**config.mk**
```make
export PLATFORM = sky130hd
export DESIGN_NAME = uart_frame_splitter
export DESIGN_NICKNAME = d
export VERILOG_FILES = /design/src/logic/frame_split_pkg.sv /design/src/logic/frame_byte_if.sv /design/src/logic/field_if.sv /design/src/logic/frame_indexer.sv /design/src/logic/field_assembler.sv /design/src/logic/dds_param_bank.sv /design/src/logic/logic_cfg_regs.sv /design/src/logic/uart_frame_splitter.sv
export SDC_FILE = /design/constraint.sdc
export NUM_CORES = 1
export LEC_CHECK = 0
export BUFFER_PORTS_ARGS = -buffer_cell sky130_fd_sc_hd__buf_2
export CORE_MARGIN = 2
export CORE_UTILIZATION = 49
export DETAILED_ROUTE_END_ITERATION = 8
export GPL_TIMING_DRIVEN = 0
export PLACE_DENSITY = 0.76
export SYNTH_ARGS = -nofsm -noshare
export SYNTH_HDL_FRONTEND = slang
export SYNTH_SLANG_ARGS = --single-unit
```
**constraint.sdc**
```tcl
create_clock -name i_clk -period 6.5 [get_ports i_clk]
set_clock_uncertainty 0.1 [all_clocks]
set_input_delay 1.3 -clock i_clk [delete_from_list [all_inputs] [get_ports i_clk]]
set_output_delay 1.3 -clock i_clk [all_outputs]
set_load 0.005 [all_outputs]
```
**src/logic/frame_split_pkg.sv**
```systemverilog
package frame_split_pkg;

    // stream widths
    localparam int BYTE_W  = 8;
    localparam int INDEX_W = 5;
    localparam int FIELD_W = 24;

    // dds parameter widths
    localparam int TYPE_W   = 3;
    localparam int FRQ_W    = 24;
    localparam int AMP_W    = 12;
    localparam int OFFSET_W = 13;
    localparam int PHASE_W  = 12;
    localparam int DUTY_W   = 10;

    // logic analyzer widths
    localparam int FRQ_SEL_W    = 4;
    localparam int TRIG_MODEL_W = 3;
    localparam int TRIG_CH_W    = 8;

    // byte positions inside a frame
    localparam logic [INDEX_W-1:0] KIND_INDEX       = 5'd2;
    localparam logic [INDEX_W-1:0] LOGIC_CH_INDEX   = 5'd6;
    localparam logic [INDEX_W-1:0] LOGIC_MODE_INDEX = 5'd7;
    localparam logic [INDEX_W-1:0] LOGIC_CTRL_INDEX = 5'd8;
    localparam logic [INDEX_W-1:0] DDS1_BASE        = 5'd6;
    localparam logic [INDEX_W-1:0] DDS2_BASE        = 5'd18;
    localparam logic [INDEX_W-1:0] DDS_SPAN         = 5'd12;

    typedef enum logic [BYTE_W-1:0] {
        KIND_LOGIC = 8'd0,
        KIND_DDS   = 8'd1
    } frame_kind_e;

    typedef enum logic [3:0] {
        F_NONE,
        F_LOGIC_CH,
        F_LOGIC_MODE,
        F_LOGIC_CTRL,
        F_CTRL,
        F_FRQ,
        F_AMP,
        F_OFFSET,
        F_PHASE,
        F_DUTY
    } field_id_e;

endpackage

```
**src/logic/frame_byte_if.sv**
```systemverilog
`timescale 1ns/1ps

interface frame_byte_if;
    import frame_split_pkg::*;

    logic [BYTE_W-1:0]  data;
    logic [INDEX_W-1:0] index;
    frame_kind_e        kind;
    logic               valid;

    // one byte per valid cycle, no ready
    modport producer (
        output data, index, kind, valid
    );

    modport consumer (
        input data, index, kind, valid
    );
endinterface

```
**src/logic/field_if.sv**
```systemverilog
`timescale 1ns/1ps

interface field_if;
    import frame_split_pkg::*;

    field_id_e          id;
    logic               chan;
    logic [FIELD_W-1:0] value;
    logic               valid;

    // valid is a single-cycle strobe per finished field
    modport producer (
        output id, chan, value, valid
    );

    modport consumer (
        input id, chan, value, valid
    );
endinterface

```
**src/logic/frame_indexer.sv**
```systemverilog
`timescale 1ns/1ps

module frame_indexer (
    input  logic                               i_clk,
    input  logic                               i_rst,
    input  logic [frame_split_pkg::BYTE_W-1:0] i_udma_data,
    input  logic                               i_udma_vld,
    frame_byte_if.producer                     bus
);
    import frame_split_pkg::*;

    logic [BYTE_W-1:0]  r_data;
    logic               r_vld;
    logic [INDEX_W-1:0] r_cnt;

    // input stage
    always_ff @(posedge i_clk)
    begin
        r_data   <= i_udma_data;
        bus.data <= r_data;
    end

    // index of the byte now held in r_data, saturates at all ones
    always_ff @(posedge i_clk or posedge i_rst)
    begin
        if (i_rst)
        begin
            r_vld <= 1'b0;
            r_cnt <= '0;
        end
        else
        begin
            r_vld <= i_udma_vld;
            if (!r_vld)
                r_cnt <= '0;
            else if (r_cnt != '1)
                r_cnt <= r_cnt + 1'b1;
        end
    end

    always_ff @(posedge i_clk or posedge i_rst)
    begin
        if (i_rst)
        begin
            bus.index <= '0;
            bus.valid <= 1'b0;
            bus.kind  <= KIND_LOGIC;
        end
        else
        begin
            bus.index <= r_cnt;
            bus.valid <= r_vld;
            // kind byte goes out already tagged with itself
            if (r_vld && r_cnt == KIND_INDEX)
                bus.kind <= frame_kind_e'(r_data);
        end
    end

endmodule

```
**src/logic/field_assembler.sv**
```systemverilog
`timescale 1ns/1ps

module field_assembler (
    input  logic           i_clk,
    input  logic           i_rst,
    frame_byte_if.consumer byte_bus,
    field_if.producer      field_bus
);
    import frame_split_pkg::*;

    field_id_e          w_id;
    logic               w_first;
    logic               w_last;
    logic               w_chan;
    logic               w_in_span;
    logic [INDEX_W-1:0] w_off;
    logic [FIELD_W-1:0] r_acc;

    // the two dds spans sit back to back
    assign w_in_span = byte_bus.index >= DDS1_BASE && byte_bus.index < DDS2_BASE + DDS_SPAN;
    assign w_chan    = byte_bus.index >= DDS2_BASE;
    assign w_off     = byte_bus.index - (w_chan ? DDS2_BASE : DDS1_BASE);

    //////////////////////////////
    // byte to field mapping
    always_comb
    begin
        w_id    = F_NONE;
        w_first = 1'b1;
        w_last  = 1'b1;
        if (byte_bus.kind == KIND_LOGIC)
        begin
            if (byte_bus.index == LOGIC_CH_INDEX)
                w_id = F_LOGIC_CH;
            else if (byte_bus.index == LOGIC_MODE_INDEX)
                w_id = F_LOGIC_MODE;
            else if (byte_bus.index == LOGIC_CTRL_INDEX)
                w_id = F_LOGIC_CTRL;
        end
        else if (byte_bus.kind == KIND_DDS && w_in_span)
        begin
            case (w_off)
                0:
                    w_id = F_CTRL;
                1, 2, 3:
                begin
                    w_id    = F_FRQ;
                    w_first = (w_off == 1);
                    w_last  = (w_off == 3);
                end
                default:
                begin
                    // two-byte fields, high byte on even offset
                    w_first = !w_off[0];
                    w_last  = w_off[0];
                    case (w_off)
                        4, 5:    w_id = F_AMP;
                        6, 7:    w_id = F_OFFSET;
                        8, 9:    w_id = F_PHASE;
                        10, 11:  w_id = F_DUTY;
                        default: w_id = F_NONE;
                    endcase
                end
            endcase
        end
    end

    //////////////////////////////
    // msb first shift in
    always_ff @(posedge i_clk)
    begin
        if (byte_bus.valid && w_id != F_NONE)
        begin
            if (w_first)
                r_acc <= FIELD_W'(byte_bus.data);
            else
                r_acc <= {r_acc[FIELD_W-BYTE_W-1:0], byte_bus.data};
        end
        field_bus.id   <= w_id;
        field_bus.chan <= w_chan;
    end

    assign field_bus.value = r_acc;

    always_ff @(posedge i_clk or posedge i_rst)
    begin
        if (i_rst)
            field_bus.valid <= 1'b0;
        else
            field_bus.valid <= byte_bus.valid && w_last && w_id != F_NONE;
    end

endmodule

```
**src/logic/dds_param_bank.sv**
```systemverilog
`timescale 1ns/1ps

module dds_param_bank #(
    parameter logic BANK_INDEX = 1'b0
) (
    input  logic                                 i_clk,
    input  logic                                 i_rst,
    field_if.consumer                            field_bus,
    output logic                                 o_run,
    output logic                                 o_run_vld,
    output logic [frame_split_pkg::TYPE_W-1:0]   o_type,
    output logic                                 o_type_vld,
    output logic [frame_split_pkg::FRQ_W-1:0]    o_frq,
    output logic                                 o_frq_vld,
    output logic [frame_split_pkg::AMP_W-1:0]    o_amp,
    output logic                                 o_amp_vld,
    output logic [frame_split_pkg::OFFSET_W-1:0] o_offset,
    output logic                                 o_offset_vld,
    output logic [frame_split_pkg::PHASE_W-1:0]  o_phase,
    output logic                                 o_phase_vld,
    output logic [frame_split_pkg::DUTY_W-1:0]   o_duty,
    output logic                                 o_duty_vld
);
    import frame_split_pkg::*;

    logic w_hit;

    assign w_hit = field_bus.valid && field_bus.chan == BANK_INDEX;

    always_ff @(posedge i_clk or posedge i_rst)
    begin
        if (i_rst)
        begin
            o_run        <= 1'b0;
            o_run_vld    <= 1'b0;
            o_type       <= '0;
            o_type_vld   <= 1'b0;
            o_frq        <= '0;
            o_frq_vld    <= 1'b0;
            o_amp        <= '0;
            o_amp_vld    <= 1'b0;
            o_offset     <= '0;
            o_offset_vld <= 1'b0;
            o_phase      <= '0;
            o_phase_vld  <= 1'b0;
            o_duty       <= '0;
            o_duty_vld   <= 1'b0;
        end
        else
        begin
            o_run_vld    <= 1'b0;
            o_type_vld   <= 1'b0;
            o_frq_vld    <= 1'b0;
            o_amp_vld    <= 1'b0;
            o_offset_vld <= 1'b0;
            o_phase_vld  <= 1'b0;
            o_duty_vld   <= 1'b0;
            if (w_hit)
            begin
                case (field_bus.id)
                    F_CTRL:
                    begin
                        // bit 3 run, low bits waveform
                        o_run      <= field_bus.value[3];
                        o_run_vld  <= 1'b1;
                        o_type     <= field_bus.value[TYPE_W-1:0];
                        o_type_vld <= 1'b1;
                    end
                    F_FRQ:
                    begin
                        o_frq     <= field_bus.value[FRQ_W-1:0];
                        o_frq_vld <= 1'b1;
                    end
                    F_AMP:
                    begin
                        o_amp     <= field_bus.value[AMP_W-1:0];
                        o_amp_vld <= 1'b1;
                    end
                    F_OFFSET:
                    begin
                        o_offset     <= field_bus.value[OFFSET_W-1:0];
                        o_offset_vld <= 1'b1;
                    end
                    F_PHASE:
                    begin
                        o_phase     <= field_bus.value[PHASE_W-1:0];
                        o_phase_vld <= 1'b1;
                    end
                    F_DUTY:
                    begin
                        o_duty     <= field_bus.value[DUTY_W-1:0];
                        o_duty_vld <= 1'b1;
                    end
                    default: ;
                endcase
            end
        end
    end

endmodule

```
**src/logic/logic_cfg_regs.sv**
```systemverilog
`timescale 1ns/1ps

module logic_cfg_regs (
    input  logic                                     i_clk,
    input  logic                                     i_rst,
    field_if.consumer                                field_bus,
    output logic [frame_split_pkg::TRIG_CH_W-1:0]    o_trig_channel,
    output logic [frame_split_pkg::TRIG_MODEL_W-1:0] o_trig_model,
    output logic [frame_split_pkg::FRQ_SEL_W-1:0]    o_frq_sel,
    output logic                                     o_send_model,
    output logic                                     o_pulse
);
    import frame_split_pkg::*;

    always_ff @(posedge i_clk or posedge i_rst)
    begin
        if (i_rst)
        begin
            o_trig_channel <= '0;
            o_trig_model   <= '0;
            o_frq_sel      <= '0;
            o_send_model   <= 1'b0;
            o_pulse        <= 1'b0;
        end
        else
        begin
            o_pulse <= 1'b0;
            if (field_bus.valid)
            begin
                case (field_bus.id)
                    F_LOGIC_CH:
                        o_trig_channel <= field_bus.value[TRIG_CH_W-1:0];
                    F_LOGIC_MODE:
                    begin
                        // mode in bits 6:4, rate select below it
                        o_trig_model <= field_bus.value[FRQ_SEL_W +: TRIG_MODEL_W];
                        o_frq_sel    <= field_bus.value[FRQ_SEL_W-1:0];
                    end
                    F_LOGIC_CTRL:
                    begin
                        o_send_model <= field_bus.value[0];
                        // start request
                        o_pulse      <= field_bus.value[1];
                    end
                    default: ;
                endcase
            end
        end
    end

endmodule

```
**src/logic/uart_frame_splitter.sv**
```systemverilog
`timescale 1ns/1ps

module uart_frame_splitter (
    input  logic                                     i_clk,
    input  logic                                     i_rst,
    input  logic [frame_split_pkg::BYTE_W-1:0]       i_udma_data,
    input  logic                                     i_udma_vld,

    output logic                                     o_logic_pulse,
    output logic [frame_split_pkg::FRQ_SEL_W-1:0]    o_logic_frq_sel,
    output logic [frame_split_pkg::TRIG_MODEL_W-1:0] o_logic_trig_model,
    output logic [frame_split_pkg::TRIG_CH_W-1:0]    o_logic_trig_channel,
    output logic                                     o_logic_send_model,

    output logic                                     o_dds1_run,
    output logic                                     o_dds1_run_vld,
    output logic [frame_split_pkg::TYPE_W-1:0]       o_dds1_type,
    output logic                                     o_dds1_type_vld,
    output logic [frame_split_pkg::FRQ_W-1:0]        o_dds1_frq,
    output logic                                     o_dds1_frq_vld,
    output logic [frame_split_pkg::AMP_W-1:0]        o_dds1_amp,
    output logic                                     o_dds1_amp_vld,
    output logic [frame_split_pkg::OFFSET_W-1:0]     o_dds1_offset,
    output logic                                     o_dds1_offset_vld,
    output logic [frame_split_pkg::PHASE_W-1:0]      o_dds1_phase,
    output logic                                     o_dds1_phase_vld,
    output logic [frame_split_pkg::DUTY_W-1:0]       o_dds1_duty,
    output logic                                     o_dds1_duty_vld,

    output logic                                     o_dds2_run,
    output logic                                     o_dds2_run_vld,
    output logic [frame_split_pkg::TYPE_W-1:0]       o_dds2_type,
    output logic                                     o_dds2_type_vld,
    output logic [frame_split_pkg::FRQ_W-1:0]        o_dds2_frq,
    output logic                                     o_dds2_frq_vld,
    output logic [frame_split_pkg::AMP_W-1:0]        o_dds2_amp,
    output logic                                     o_dds2_amp_vld,
    output logic [frame_split_pkg::OFFSET_W-1:0]     o_dds2_offset,
    output logic                                     o_dds2_offset_vld,
    output logic [frame_split_pkg::PHASE_W-1:0]      o_dds2_phase,
    output logic                                     o_dds2_phase_vld,
    output logic [frame_split_pkg::DUTY_W-1:0]       o_dds2_duty,
    output logic                                     o_dds2_duty_vld
);

    frame_byte_if byte_bus ();
    field_if      field_bus ();

    //////////////////////////////
    // byte stream to fields
    frame_indexer u_indexer (
        .i_clk       (i_clk),
        .i_rst       (i_rst),
        .i_udma_data (i_udma_data),
        .i_udma_vld  (i_udma_vld),
        .bus         (byte_bus)
    );

    field_assembler u_assembler (
        .i_clk     (i_clk),
        .i_rst     (i_rst),
        .byte_bus  (byte_bus),
        .field_bus (field_bus)
    );

    //////////////////////////////
    // register banks
    logic_cfg_regs u_logic_cfg (
        .i_clk          (i_clk),
        .i_rst          (i_rst),
        .field_bus      (field_bus),
        .o_trig_channel (o_logic_trig_channel),
        .o_trig_model   (o_logic_trig_model),
        .o_frq_sel      (o_logic_frq_sel),
        .o_send_model   (o_logic_send_model),
        .o_pulse        (o_logic_pulse)
    );

    dds_param_bank #(
        .BANK_INDEX (1'b0)
    ) u_dds1 (
        .i_clk        (i_clk),
        .i_rst        (i_rst),
        .field_bus    (field_bus),
        .o_run        (o_dds1_run),
        .o_run_vld    (o_dds1_run_vld),
        .o_type       (o_dds1_type),
        .o_type_vld   (o_dds1_type_vld),
        .o_frq        (o_dds1_frq),
        .o_frq_vld    (o_dds1_frq_vld),
        .o_amp        (o_dds1_amp),
        .o_amp_vld    (o_dds1_amp_vld),
        .o_offset     (o_dds1_offset),
        .o_offset_vld (o_dds1_offset_vld),
        .o_phase      (o_dds1_phase),
        .o_phase_vld  (o_dds1_phase_vld),
        .o_duty       (o_dds1_duty),
        .o_duty_vld   (o_dds1_duty_vld)
    );

    dds_param_bank #(
        .BANK_INDEX (1'b1)
    ) u_dds2 (
        .i_clk        (i_clk),
        .i_rst        (i_rst),
        .field_bus    (field_bus),
        .o_run        (o_dds2_run),
        .o_run_vld    (o_dds2_run_vld),
        .o_type       (o_dds2_type),
        .o_type_vld   (o_dds2_type_vld),
        .o_frq        (o_dds2_frq),
        .o_frq_vld    (o_dds2_frq_vld),
        .o_amp        (o_dds2_amp),
        .o_amp_vld    (o_dds2_amp_vld),
        .o_offset     (o_dds2_offset),
        .o_offset_vld (o_dds2_offset_vld),
        .o_phase      (o_dds2_phase),
        .o_phase_vld  (o_dds2_phase_vld),
        .o_duty       (o_dds2_duty),
        .o_duty_vld   (o_dds2_duty_vld)
    );

endmodule

```
==> metrics.cfg <==
[global_routing]
grt_pass1_vias=5689
grt_start_max_net_pins=44
grt_overflow_total=0
track_usage_pct=20.48
antenna_found_initial=0
grt_pass1_wl_microns=32080

[layout]
antennaDiodeCount=0
nNetsFinal=894
syn_to_final_growth_pct=23.67
drive_gt1_share_pct=44.08
stdcell_count=1130

[logic_synthesis]
synth_xor_area_share_pct=0.4756
synth_area_leaders=dfrtp_1, mux2_2, edfxtp_1, nand2_1, dfxtp_1
synth_compound_area_share_pct=1.875
yosys.area.top_type=dfrtp_1
synth_ff_type=dfrtp_1
synthTopCellsByCount=dfrtp_1, mux2_2, nand2_1
synth_async_sr_flop_share_pct=81.63
yosys_warnings=0
ys_seq_area_share_pct=66.75
synth_area_sq_mm=0.009208
synthAdderAreaFrac_pct=0.8153
synth-edff-count=24
yosysMostFrequentCell=dfrtp_1
synth_top_family_by_area=multiplexers
synthSimpleGateAreaFrac_pct=9.811
synth_cell_type_count=56
muxShareOfSynthArea_pct=17.71
syn-instance-count=654
postSynthAreaPerCell_sq_um=14.08
synth_nets=671
synth_seq_cells=245
yosysTopAreaCellShare_pct=54.36

[routing]
num_vias=5787
wl_per_cell_microns=18.12
wirelength_microns=20480
drt_pass1_iterations=5
drt_iter0_drc=220
antenna_left=0
drc=0
viasPerCell=5.121

[placement]
dpl.hpwl_microns=13980
gp_congestion=0.8170
place_ws_ns=2.733
place_inst=1084
numPortBuffers=191

[sta]
slew-limit-headroom_pct=23.41
finalHoldViolations=0
slew_viol_final=0
max_clock_freq_mhz=265.6
worst_pin_slew_ns=1.149
finalSetupViolations=0
setup_tns_ns=0
layout_setup_ws_ns=2.735
rsz0062_at_grt=no
whs_ns=0.2493
finalCriticalPeriod_ns=3.765
fin_crit_sh_pct=57.93

[power_and_ir_drop]
p_seq_share_pct=51.4
p_leak_nw=6.292
power.total_mw=3.096
sw_frac_of_total_pct=21.01
internal_power_mw=2.446
p_per_area_mw_per_mm2=271.9
power_switching_mw=0.6505
combPwrFrac_pct=2.8
clockPowerShare_pct=45.7
ir_worst_vdd_uv=223.5

[status]
status=finished clean

[critical_path]
reg2reg_slack_ns=2.73
crit_path_end=u_assembler.field_bus.value[20]$_SDFFCE_PP0P_
startpoint_type=flip-flop
r2r_cells=10
end_kind=flip-flop
startpoint=u_indexer.bus.index[2]$_DFF_PP0_
cp.arrival_ns=3.79
path_class=flip-flop to flip-flop
crit-reg2reg-launch=u_indexer.bus.index[2]$_DFF_PP0_
cp_max_fo=24
rr_endpoint=u_assembler.field_bus.value[20]$_SDFFCE_PP0P_
cp.required_ns=6.52

[clock_tree]
h-tree-depth=1
cts_tree=yes
post_cts_resized=0
cts-root-buf=clkbuf_16
cts.reportedPaths.clkPinSlew_ns=0.06
clk_latency_ns=0.51
cts_made_buffers=25
clock-sinks=245
cts.path.max_buffers=3
cts_hold_buffers=0
postCtsSetupBuffers=0

[run]
max-cap-violations=0

[hold_path]
hold_path_class=flip-flop to flip-flop

[die]
core_area_sq_mm=0.01858
num_io_pins=192
start_util_pct=49.56
die-height_microns=141.1
fp.dieW_microns=141.1
rows=50
dieArea_sq_mm=0.01990

[worst max-delay path, stage by stage, from the launching register on]
cell and delay, ns:
dfrtp_1 0.43, buf_6 0.17, o31ai_1 0.34, mux2i_1 0.20, ha_1 0.32, and3b_2 0.27, a22oi_1 0.08, a2111oi_2 0.40
a211oi_2 0.07, o21ai_2 0.08, and2_1 0.91
[layout make-up]
type	count	area (sq um)
flip-flops and latches	245	6146
fillers	1436	7193
clock buffers	35	703.2
well taps	234	292.8
repair buffers	196	1064
clock inverters	11	116.4
inverters	14	56.30
multi-input cells	360	2825
plain buffers	35	183.9
[layer usage]
layer / track usage, % / vias to the layer above / routed length, microns / share of wire (%)
li1: - / 2679 / - / -
met1: 28.13 / 2907 / 8937 / 44
met2: 35.03 / 185 / 10250 / 50
met3: 3.431 / 16 / 1115 / 5.4
met4: 3.579 / 0 / 174 / 0.85
met5: 0 / - / 0 / 0
[cell families (layout without fill, tap and decap cells)]
family / after synthesis / count (layout)
compound gates: 19 / 19
simple gates: 186 / 186
fa+ha+maj: 6 / 6
flops: 245 / 245
mux: 144 / 144
buf+inv: 49 / 291
xor+xnor: 5 / 5
[cells in the final DEF (no fill, tap or decap), types with 4 or more instances in the layout]
master / instances
clkbuf_1: 24
edfxtp_1: 24
clkbuf_8: 5
nor2b_1: 4
xnor2_1: 5
mux2_1: 17
mux2_4: 4
nor2_1: 8
nor3_1: 7
o21ai_2: 4
dfrtp_1: 200
mux2i_1: 5
mux2_2: 118
buf_2: 201
dfxtp_1: 21
and2_1: 23
ha_1: 6
clkbuf_16: 25
nand2_1: 115
clkinv_2: 6
buf_4: 4
inv_1: 13
buf_12: 4
[power groups by stage]
stage / sequential [mW] / clock (mW) / combinational, mW
finish: 1.59 / 1.42 / 0.0879
floorplan: 1.62 / 0 / 0.0636
global route: 1.60 / 1.51 / 0.101
detailed placement: 1.62 / 0 / 0.0895
global placement: 1.62 / 0 / 0.0789
CTS: 1.59 / 1.44 / 0.0896
[worst min path at each step]
stage / startpoint / slack (ns) / cells past startpoint / endpoint
finish: u_indexer.r_data[5]$_DFF_P_ / 0.25 / 0 / u_indexer.bus.data[5]$_DFF_P_
global route: u_indexer.r_data[5]$_DFF_P_ / 0.26 / 0 / u_indexer.bus.data[5]$_DFF_P_
CTS: u_indexer.r_data[5]$_DFF_P_ / 0.25 / 0 / u_indexer.bus.data[5]$_DFF_P_
detailed placement: u_indexer.r_data[5]$_DFF_P_ / 0.24 / 0 / u_indexer.bus.data[5]$_DFF_P_
global placement: u_indexer.r_data[7]$_DFF_P_ / 0.23 / 0 / u_indexer.bus.data[7]$_DFF_P_
floorplan: u_indexer.r_data[1]$_DFF_P_ / 0.23 / 0 / u_indexer.bus.data[1]$_DFF_P_
[sequential cells by signal, summed over array words and instances (netlist names), 5 cells and up]
signal / count
u_indexer.bus.data: 8
u_dds2.o_amp: 12
u_dds1.o_offset: 13
u_dds1.o_frq: 24
u_indexer.r_cnt: 5
u_logic_cfg.o_trig_channel: 8
u_dds2.o_phase: 12
u_dds1.o_phase: 12
u_dds2.o_frq: 24
u_dds2.o_duty: 10
u_indexer.r_data: 8
u_dds1.o_duty: 10
u_dds2.o_offset: 13
u_indexer.bus.kind: 8
u_assembler.field_bus.value: 24
u_indexer.bus.index: 5
u_dds1.o_amp: 12
[stage by stage]
| stage | util (%) | cell area [sq um] |
|---|---|---|
| 3_5_place_dp | 56.88 | 10570 |
| 5_1_grt | 61.29 | 11390 |
| 2_1_floorplan | - | 9211 |
| 4_1_cts | 61.29 | 11390 |
| 3_3_place_gp | 56.30 | 10460 |
| 6_report | 61.29 | 11390 |
No activity file was read; power rests on OpenSTA's default activity.
